<file path="src/design/barrett_pkg.sv">
// Moduli below 2^32 only; operands travel in 64-bit words
// mu is supplied by the caller, never computed here
`default_nettype none

package barrett_pkg;

  localparam int unsigned DATA_W     = 64;            // Operand word
  localparam int unsigned PROD_W     = 2 * DATA_W;    // Full product width
  localparam int unsigned MUL_STAGES = 4;             // Register stages per multiplier
  localparam int unsigned MUL_LIMB_W = 16;            // Partial product limb
  localparam int unsigned MUL_LIMBS  = DATA_W / MUL_LIMB_W;
  localparam int unsigned K_W        = $clog2(DATA_W + 1);  // Bit length 0..DATA_W

  // Input reg, multiplier A, q reg, multiplier B, residue reg
  // Result seen BARRETT_LATENCY cycles after the cycle start_i is high
  localparam int unsigned BARRETT_LATENCY = 2 * MUL_STAGES + 3;

  // One operation as presented by the caller
  typedef struct packed {
    logic [DATA_W-1:0] x;
    logic [DATA_W-1:0] m;
    logic [DATA_W-1:0] mu;  // floor(2^(2k) / m)
  } barrett_op_t;

  // Carried next to the multipliers, mu is consumed by the first one
  typedef struct packed {
    logic [DATA_W-1:0] x;
    logic [DATA_W-1:0] m;
  } barrett_carry_t;

  // Pipeline activity
  typedef enum logic [1:0] {
    IDLE,   // Nothing in flight
    RUN,    // Accepting on this cycle
    DRAIN   // No new start, items still moving
  } barrett_state_t;

  // Bit n set while stage n works on a live item
  typedef logic [BARRETT_LATENCY-1:0] stage_en_t;

endpackage

`default_nettype wire
</file>
<file path="src/design/barrett_ctrl.sv">
// Valid bits shift with their items; no stall, no back-pressure
// busy_o covers the start cycle up to and including the last valid_o
`timescale 1ns/100ps
`default_nettype none

module barrett_ctrl import barrett_pkg::*; (
  input  logic      clk_i,
  input  logic      rst_ni,
  input  logic      start_i,
  output stage_en_t stage_en_o,
  output logic      valid_o,
  output logic      busy_o
);

  logic [BARRETT_LATENCY-2:0] live_q;  // Items headed for stages 1..10
  logic                       occupied;
  barrett_state_t             state_q;
  barrett_state_t             state_d;

  // One occupancy bit per item in flight
  always_ff @(posedge clk_i or negedge rst_ni) begin
    if (!rst_ni) begin
      live_q <= '0;
    end else begin
      live_q <= {live_q[BARRETT_LATENCY-3:0], start_i};
    end
  end

  assign stage_en_o = {live_q, start_i};  // Stage 0 works on the strobe cycle
  assign occupied   = |live_q;

  // Plain shift of the strobe, one bit per cycle
  delay_line #(
    .DEPTH (BARRETT_LATENCY),
    .WIDTH (1)
  ) u_valid_line (
    .clk_i  (clk_i),
    .rst_ni (rst_ni),
    .en_i   ('1),
    .data_i (start_i),
    .data_o (valid_o)
  );

  always_comb begin
    state_d = state_q;
    unique case (state_q)
      IDLE: begin
        if (start_i) begin
          state_d = RUN;
        end
      end
      RUN: begin
        if (!start_i) begin
          state_d = occupied ? DRAIN : IDLE;
        end
      end
      DRAIN: begin
        if (start_i) begin
          state_d = RUN;
        end else if (!occupied) begin
          state_d = IDLE;  // Last item leaves this cycle
        end
      end
      default: state_d = IDLE;
    endcase
  end

  always_ff @(posedge clk_i or negedge rst_ni) begin
    if (!rst_ni) begin
      state_q <= IDLE;
    end else begin
      state_q <= state_d;
    end
  end

  // Registered state lags one cycle, so the strobe itself counts
  assign busy_o = start_i | (state_q != IDLE);

endmodule

`default_nettype wire

</file>
<file path="src/design/delay_line.sv">
// Register n loads only when en_i[n] is set, so bubbles keep old data
// All stages clear on reset
`timescale 1ns/100ps
`default_nettype none

module delay_line #(
  parameter int unsigned DEPTH = 1,
  parameter int unsigned WIDTH = 1
) (
  input  logic             clk_i,
  input  logic             rst_ni,
  input  logic [DEPTH-1:0] en_i,    // Per-stage load
  input  logic [WIDTH-1:0] data_i,
  output logic [WIDTH-1:0] data_o
);

  // chain[0] is the input, chain[n+1] the output of register n
  logic [DEPTH:0][WIDTH-1:0] chain;

  assign chain[0] = data_i;

  for (genvar n = 0; n < DEPTH; n++) begin : g_stage
    always_ff @(posedge clk_i or negedge rst_ni) begin
      if (!rst_ni) begin
        chain[n+1] <= '0;
      end else if (en_i[n]) begin
        chain[n+1] <= chain[n];  // Follow the item's valid bit
      end
    end
  end

  assign data_o = chain[DEPTH];  // Last register

endmodule

`default_nettype wire

</file>
<file path="config.mk">
export PLATFORM = sky130hd
export DESIGN_NAME = barrett_ctrl
export DESIGN_NICKNAME = d
export VERILOG_FILES = /design/src/design/barrett_pkg.sv /design/src/design/barrett_ctrl.sv /design/src/design/delay_line.sv
export SDC_FILE = /design/constraint.sdc
export NUM_CORES = 1
export LEC_CHECK = 0
export ABC_CLOCK_PERIOD_IN_PS = 1200
export BUFFER_PORTS_ARGS = -buffer_cell sky130_fd_sc_hd__buf_2
export CORE_AREA = 10 10 47 49
export CTS_BUF_LIST = sky130_fd_sc_hd__clkbuf_2
export DETAILED_ROUTE_END_ITERATION = 10
export DIE_AREA = 0 0 57 59
export GPL_TIMING_DRIVEN = 0
export PLACE_DENSITY = 0.57
export SLEW_MARGIN = 20
export SYNTH_ARGS = -nofsm -noshare
export SYNTH_HDL_FRONTEND = slang
export SYNTH_SLANG_ARGS = --single-unit
export TNS_END_PERCENT = 50
</file>
<file path="constraint.sdc">
create_clock -name clk_i -period 1.2 [get_ports clk_i]
set_clock_uncertainty 0.1 [all_clocks]
set_input_delay 0.12 -clock clk_i [delete_from_list [all_inputs] [get_ports clk_i]]
set_output_delay 0.12 -clock clk_i [all_outputs]
set_load 0.03 [all_outputs]
</file>
======== Yosys cells after proc, flatten, opt, wreduce, memory -nomap -nowiden ========
Cells that the tools add are included.
word-level totals
  bits in registers ....................... 23
  word-level logic and storage cells ...... 29
operators by class
  multiplexer cells ....................... 6
  eq/ne operators ......................... 5
  bitwise logic cells ..................... 1
  reduce and logical (&&, ||, !) cells .... 4
operator list
  operator                                                               number
  2-bit two-way mux                                                      5
  10-bit OR reduction                                                    1
  2-bit one-hot mux with 3 select lines                                  1
  2-bit != test, second input constant                                   2
  3-bit != test, second input constant                                   1
  3-bit AND reduction                                                    1
  2-bit by 1-bit equality test with 1-bit output, second input constant  1
  2-bit equality test, second input constant                             1
  2-bit zero test                                                        1
  2-bit nonzero test                                                     1
  1-bit bitwise OR                                                       1

======== Depth between registers and ports, before layout ========
Gate-level depths: netlist (run 1).
  depth after elaboration ................. 4
  mapped depth ............................ 2
  depth with buffers taken out ............ 2

======== By module ========
From an unflattened synthesis (run 1), not the netlist that was laid out.
second synthesis, totals
  cells, all modules ...................... 43
  area, all modules ....................... 762.0 µm²
by module, submodules not included
  module        seq. area each (µm²)  times used  cells each  area each (µm²)
  delay_line    275.3                 1           22          402.9
  barrett_ctrl  300.3                 1           21          359.1

======== Worst setup path after synthesis (run 1) ========
Ideal clock, no wire load.
  path type ............................... flip-flop to flip-flop
  start ................................... reg live_q[7]
  end ..................................... reg state_q[1]
  library setup time ...................... 0.138 ns
  cell stages (with the launch flop) ...... 3
  data arrival time ....................... 0.878 ns
  path buffers ............................ 0
  clock period less this slack ............ 1.116 ns
  setup slack ............................. 0.084 ns
  cell sequence ........................... dfrtp_1 > nor4_1 > a311oi_1
on the way
  longest elaborated chain between the ends .. 4
RTL lines
  what                                   RTL line            text
  start, declared                        barrett_ctrl.sv:15  logic [BARRETT_LATENCY-2:0] live_q;
  start signal, assigned                 barrett_ctrl.sv:25  live_q <= {live_q[BARRETT_LATENCY-3:0], start_i};
  10-bit OR reduction *                  barrett_ctrl.sv:30  assign occupied = |live_q;
  2-bit two-way mux                      barrett_ctrl.sv:54  state_d = occupied ? DRAIN : IDLE;
  2-bit two-way mux                      barrett_ctrl.sv:53  if (!start_i) begin
  2-bit one-hot mux with 3 select lines  barrett_ctrl.sv:46  unique case (state_q)
  end signal, assigned                   barrett_ctrl.sv:72  state_q <= state_d;
  end, declared                          barrett_ctrl.sv:17  barrett_state_t state_q;
Every way passes the cells marked *; elsewhere a longest branch is shown, timed or not. The select of a mux whose other input is x is not followed.
A chain may end at the register's enable or synchronous reset.

======== Final worst setup path (run 1) ========
  start ................................... reg state_q[1]
  end ..................................... out busy_o
on the way
  longest elaborated chain between the ends .. 2
RTL lines
  what                RTL line            text
  2-bit nonzero test  barrett_ctrl.sv:77  assign busy_o = start_i | (state_q != IDLE);
  1-bit bitwise OR    barrett_ctrl.sv:77
  end, declared       barrett_ctrl.sv:12  output logic busy_o
Every way passes these cells.

==> results.tsv, run 1 <==
metric	value	unit
drc	0	
async_flop_share	1.00	
pre_cts_ws	0.0617	ns
core	1400	um^2
met1_usage	0.0686	
start_util	0.271	
path_class	flip-flop to output pin	
register_area	325	um^2
yosys_most_used_dff	dfrtp_1	
tightest_slew	0.273	ns
power.leakage	0.275	nW
worstPathArrival	1.20	ns
yosys.cell_count.top_type	dfrtp_1	
portBuffers	15	
synth_edf_count	0	
cap_violations	0	
fillers	153	
clock_latency	0.27	ns
grt_max_degree	14	
hp-class	input port to async pin	
gp_congestion	0.658	
first_pass_iters	4	
clock-sinks	13	
required	0.98	ns
status	complete, but fails checks	
synth-seq-cells	13	
io_pins	16	
setup_slack	-0.218	ns
finalSetupViolations	2	
met2_usage	0.0667	
cts_buffers	3	
multi_input_area	52.6	um^2
dp.cells	52	
syn_inst	21	
wl_per_cell	14.4	um
tritoncts	yes	
die-area	3360	um^2
ys_types	8	
layout-drive-gt1-share	0.522	
power_density	1510	nW/um^2
yosysWarnings	0	
grt_pass1_wl	1500	um
grt_usage	0.0586	
ys_seq_area_frac	0.855	
final_cells	62	
rows	14	
violations	negative setup slack	
ctsHtreeMaxLevel	1	
clk_pin_slew	0.11	ns
clk_path_buf_depth	2	
yosys-top-cells-area	dfrtp_1 86%, nor4_1 3.3%, a311oi_1 2.3%	
synth_top_area_frac	0.855	
rsz0062_at_grt	yes	
ys_top_cells_by_count	13 x dfrtp_1, 2 x nor4_1	
syn2layout_area_growth	47.0	%
grt_pass1_vias	342	
cp-start-kind	flip-flop	
critPathMaxFanout	2	
hold_ws	0.139	ns
ir_drop	0.000536	V
antenna_found_initial	0	
dp_hpwl	644	um
fp.dieW	57	um
gr-max-usage-layer	met1	
antenna-diode-count	0	
drt-total-wl	894	um
hold_viol	0	
fin_crit	1.42	ns
fin_nets	50	
min_period_over_period	1.18	
synth_fp_nets	24	
final.setup.tns	-0.281	ns
clock-root-buffer	clkbuf_2	
placed_cell_area	475	um^2
vias	274	
overflow	0	
worstSetupEndpointType	output pin	
fin_area	559	um^2
fmax	0.705	GHz
drtIter0Drc	2	
relSlewSlack	0.818	
die_y	59	um
r2r.worst_path.cells	5	
finalMaxSlewViolations	0	
synth_area	380	um^2
avgSynthCellArea	18.1	um^2
met3_usage	0.0494	
yosysTopAreaCell	dfrtp_1	
viasPerCell	4.42	
ant_nets	0	
[area by class of cell]
class | instances | area share
sequential | 13 | 0.582
timing repair buffer | 21 | 0.239
multi-input combinational | 7 | 0.0940
clock buffer | 4 | 0.0358
tap | 16 | 0.0358
buffer | 1 | 0.0134
[cells in the final DEF, fill, tap and decap left out]
cell and n:
dlygate4sd3_1 3, a311oi_1 1, dfrtp_1 13, nor2_1 1
buf_4 4, buf_6 1, a21boi_0 1, nor4_1 2
xnor2_1 1, buf_2 14, or3_4 1, clkbuf_2 4
[flip-flops by register name, indices dropped and copies added (netlist names)]
signal	count
live_q	10
state_q	2
u_valid_line.data_o	1
[per-layer routing]
| metal | share of wire | wire, um |
|---|---|---|
| met1 | 0.44 | 397 |
| met2 | 0.35 | 311 |
| met3 | 0.18 | 158 |
| met4 | 0.029 | 26 |
| met5 | 0 | 0 |
[worst max-delay path: stages (launching register included)]
cell and delay [ns]:
dfrtp_1 0.41, or3_4 0.37, buf_6 0.15
[cell families after synthesis]
kind of cell | count (synthesis) | synth area share
DFF | 13 | 0.855
and+or+nand+nor | 4 | 0.0592
buffers and inverters | 1 | 0.0197
xor gates and xnor gates | 1 | 0.0230
AOI/OAI and AO/OA | 2 | 0.0428
[timing repair]
item | in CTS | in global routing
resized for setup | 2 | 1
setup endpoints to repair | 1 | 2
hold buffers | 3 | 0
buffers inserted | 2 | 1
pin swaps | 1 | 1
hold endpoints to repair | 15 | 0
[where the power goes]
| group | switching (mW) | internal [mW] | total (mW) |
|---|---|---|---|
| combinational | 0.0814 | 0.0581 | 0.139 |
| sequential | 0.0195 | 0.464 | 0.484 |
| clock | 0.134 | 0.0884 | 0.223 |
[stage by stage]
stage / utilization / power (mW)
after floorplan: - / 0.555
after global routing: 0.399 / 0.889
after global placement: 0.339 / 0.598
after CTS: 0.390 / 0.853
after detailed placement: 0.339 / 0.601
final: 0.399 / 0.846
[path summary, 6_finish.rpt]
path	to	startpoint	slack, ns
min in group clk_i	live_q[8]	live_q[7]	0.31
hold reg to reg	live_q[8]	live_q[7]	0.31
max in group asynchronous	live_q[4]	rst_ni	0.65
setup reg to reg	state_q[1]	state_q[1]	-0.06
setup / recovery	busy_o	state_q[1]	-0.22
hold / removal	live_q[8]	rst_ni	0.14
No activity file was read; power rests on OpenSTA's default activity.
==> run 2: changes to the inputs <==
--- a/config.mk
+++ b/config.mk
@@ -9,10 +9,12 @@
 export BUFFER_PORTS_ARGS = -buffer_cell sky130_fd_sc_hd__buf_2
 export CORE_AREA = 10 10 47 49
 export CTS_BUF_LIST = sky130_fd_sc_hd__clkbuf_2
+export CTS_CLUSTER_SIZE = 28
 export DETAILED_ROUTE_END_ITERATION = 10
 export DIE_AREA = 0 0 57 59
 export GPL_TIMING_DRIVEN = 0
 export PLACE_DENSITY = 0.57
+export REMOVE_ABC_BUFFERS = 1
 export SLEW_MARGIN = 20
 export SYNTH_ARGS = -nofsm -noshare
 export SYNTH_HDL_FRONTEND = slang
==> run 2 against run 1 <==
  * The run still ends with negative setup slack left
  * Worst hold slack got worse by 0.10 ns
  * Cell count fell by 4.8%
  * Count of clock-buffer cells in the layout did not move
  * Sequential power barely moved
  * Highest routed layer is now met3
  * Fmax rose by 3.6%
  * Via count fell by 5.5%
  * First-iteration DRC count fell by 50%
  * Global-route usage fell by 0.86 points
  * Non-clock buffer count fell by 3
  * Combinational power fell by 10%
  * Cell area fell by 5.4%
==> results.tsv, run 2 (synthesis gave the netlist of run 1 again) <==
metric	value	unit	change
cts_buffers	3		unchanged
layout-drive-gt1-share	0.488		was 0.522
drc	0		unchanged
power_density	1550	nW/um^2	was 1510 nW/um^2
clk_path_buf_depth	2		unchanged
hold_viol	0		unchanged
power_frac_seq	0.588		was 0.572
clock-root-buffer	clkbuf_2		unchanged
antenna-diode-count	0		unchanged
ctsHtreeMaxLevel	1		unchanged
power.leakage	0.259	nW	was 0.275 nW
layout_commonest_cell	buf_2		unchanged
finalSetupViolations	1		was 2
rows	14		unchanged
clk_pin_slew	0.10	ns	was 0.11 ns
grt_pass1_wl	1290	um	was 1500 um
register_area	325	um^2	unchanged
grt_pass1_vias	314		was 342
wl_per_cell	13.5	um	was 14.4 um
required	0.98	ns	about the same
critPathMaxFanout	2		unchanged
p_sw	0.221	mW	was 0.235 mW
dp_hpwl	586	um	was 644 um
first_pass_iters	2		was 4
clock_latency	0.25	ns	was 0.27 ns
fmax	0.730	GHz	was 0.705 GHz
worstSetupEndpointType	output pin		unchanged
drtIter0Drc	1		was 2
grt_usage	0.0500		was 0.0586
switching_share	0.270		was 0.278
fin_crit	1.37	ns	was 1.42 ns
min_period_over_period	1.14		was 1.18
clkPwrFrac	0.259		was 0.264
die_y	59	um	unchanged
ant_nets	0		unchanged
overflow	0		unchanged
path_class	flip-flop to output pin		unchanged
cell_internal_pwr	0.597	mW	was 0.610 mW
tritoncts	yes		unchanged
violations	negative setup slack		unchanged
startpoint	state_q[0]		was state_q[1]
fp.dieW	57	um	unchanged
cp-endpoint	busy_o		unchanged
start_util	0.271		unchanged
syn2layout_area_growth	39.1	%	was 47.0%
multi_input_area	47.5	um^2	was 52.6 um^2
core	1400	um^2	unchanged
regMostFlops	live_q		unchanged
antenna_found_initial	0		unchanged
largest_reg_flops	10		unchanged
final.setup.tns	-0.169	ns	was -0.281 ns
relSlewSlack	0.813		was 0.818
hp-class	input port to flip-flop		was input port to async pin
io_pins	16		unchanged
hold_ws	0.0397	ns	was 0.139 ns
fillers	153		unchanged
reg2reg_to	state_q[1]		unchanged
ff2ff_setup_slack	0.13	ns	was -0.06 ns
comb_power_share	0.153		was 0.165
worstPathArrival	1.15	ns	was 1.20 ns
gp_congestion	0.665		was 0.658
cp-start-kind	flip-flop		unchanged
r2r_start	live_q[7]		was state_q[1]
grt_max_degree	14		unchanged
rsz0062_at_grt	yes		unchanged
fin_nets	47		was 50
status	complete, but fails checks		unchanged
setup_slack	-0.169	ns	was -0.218 ns
vias	259		was 274
tightest_slew	0.281	ns	was 0.273 ns
finalMaxSlewViolations	0		unchanged
portBuffers	15		unchanged
die-area	3360	um^2	unchanged
drt-total-wl	795	um	was 894 um
ir_drop	0.000901	V	was 0.000536 V
r2r.worst_path.cells	2		was 5
cap_violations	0		unchanged
mostFrequentLayoutCells	14 x buf_2, 13 x dfrtp_1, 4 x clkbuf_2		was 14 x buf_2, 13 x dfrtp_1, 4 x buf_4, 4 x clkbuf_2, 3 x dlygate4sd3_1
viasPerCell	4.39		was 4.42
clock-sinks	13		unchanged
## run 2: changes by cell type in the layout (fill, tap and decap cells not counted), sizes merged
cell	previous run	this run
buf	19	17
dlygate4sd3	3	2
## run 2: critical path: stages (launching register included)
cell	delay, ns
dfrtp_1	0.39
or3_1	0.36
buf_6	0.15
## run 2: repair_timing
action	CTS	global route
endpoints found under the hold margin	15	2
hold buffers	1	1
pin swaps	1	1
setup buffers	2	0
setup endpoints to repair	1	1
resized for setup	2	0
## run 2: cell type report
cell class              instances  share of cell area
repair buffers                 19               0.220
multi-input cells               7              0.0898
well taps                      16              0.0378
flip-flops and latches         13               0.615
clock buffers                   4              0.0378
## run 2: worst min path at each step
| stage | from | to | slack, ns | depth (start not counted) |
|---|---|---|---|---|
| 2_1_floorplan | rst_ni | live_q[0] | -0.28 | 0 |
| 3_3_place_gp | rst_ni | u_valid_line.data_o | -0.09 | 1 |
| 3_5_place_dp | rst_ni | u_valid_line.data_o | -0.08 | 1 |
| 4_1_cts | start_i | live_q[0] | -0.1 | 1 |
| 5_1_grt | start_i | state_q[0] | 0.01 | 2 |
| 6_report | start_i | state_q[0] | 0.04 | 2 |
## run 2: through the flow
step                instance area, um^2  worst slack, ns  std cells  utilization  power (mW)
CTS                                 519           -0.212         58        0.371       0.832
finish                              529           -0.169         59        0.378       0.818
global placement                    468           0.0545         51        0.334       0.595
floorplan                           373           0.0842         20            -       0.548
detailed placement                  468           0.0538         51        0.334       0.597
global route                        529           -0.235         59        0.378       0.870
## run 2: metal layers
metal | share of wire | global-route usage
met1 | 0.43 | 0.0445
met2 | 0.40 | 0.0713
met3 | 0.17 | 0.0558
met4 | 0 | 0.0201
met5 | 0 | 0
## run 2: power by group through the flow
stage | registers [mW] | clock network [mW] | logic, mW
3_3_place_gp | 0.491 | 0 | 0.104
4_1_cts | 0.481 | 0.227 | 0.124
5_1_grt | 0.484 | 0.252 | 0.133
2_1_floorplan | 0.528 | 0 | 0.0206
3_5_place_dp | 0.492 | 0 | 0.105
6_report | 0.481 | 0.212 | 0.125
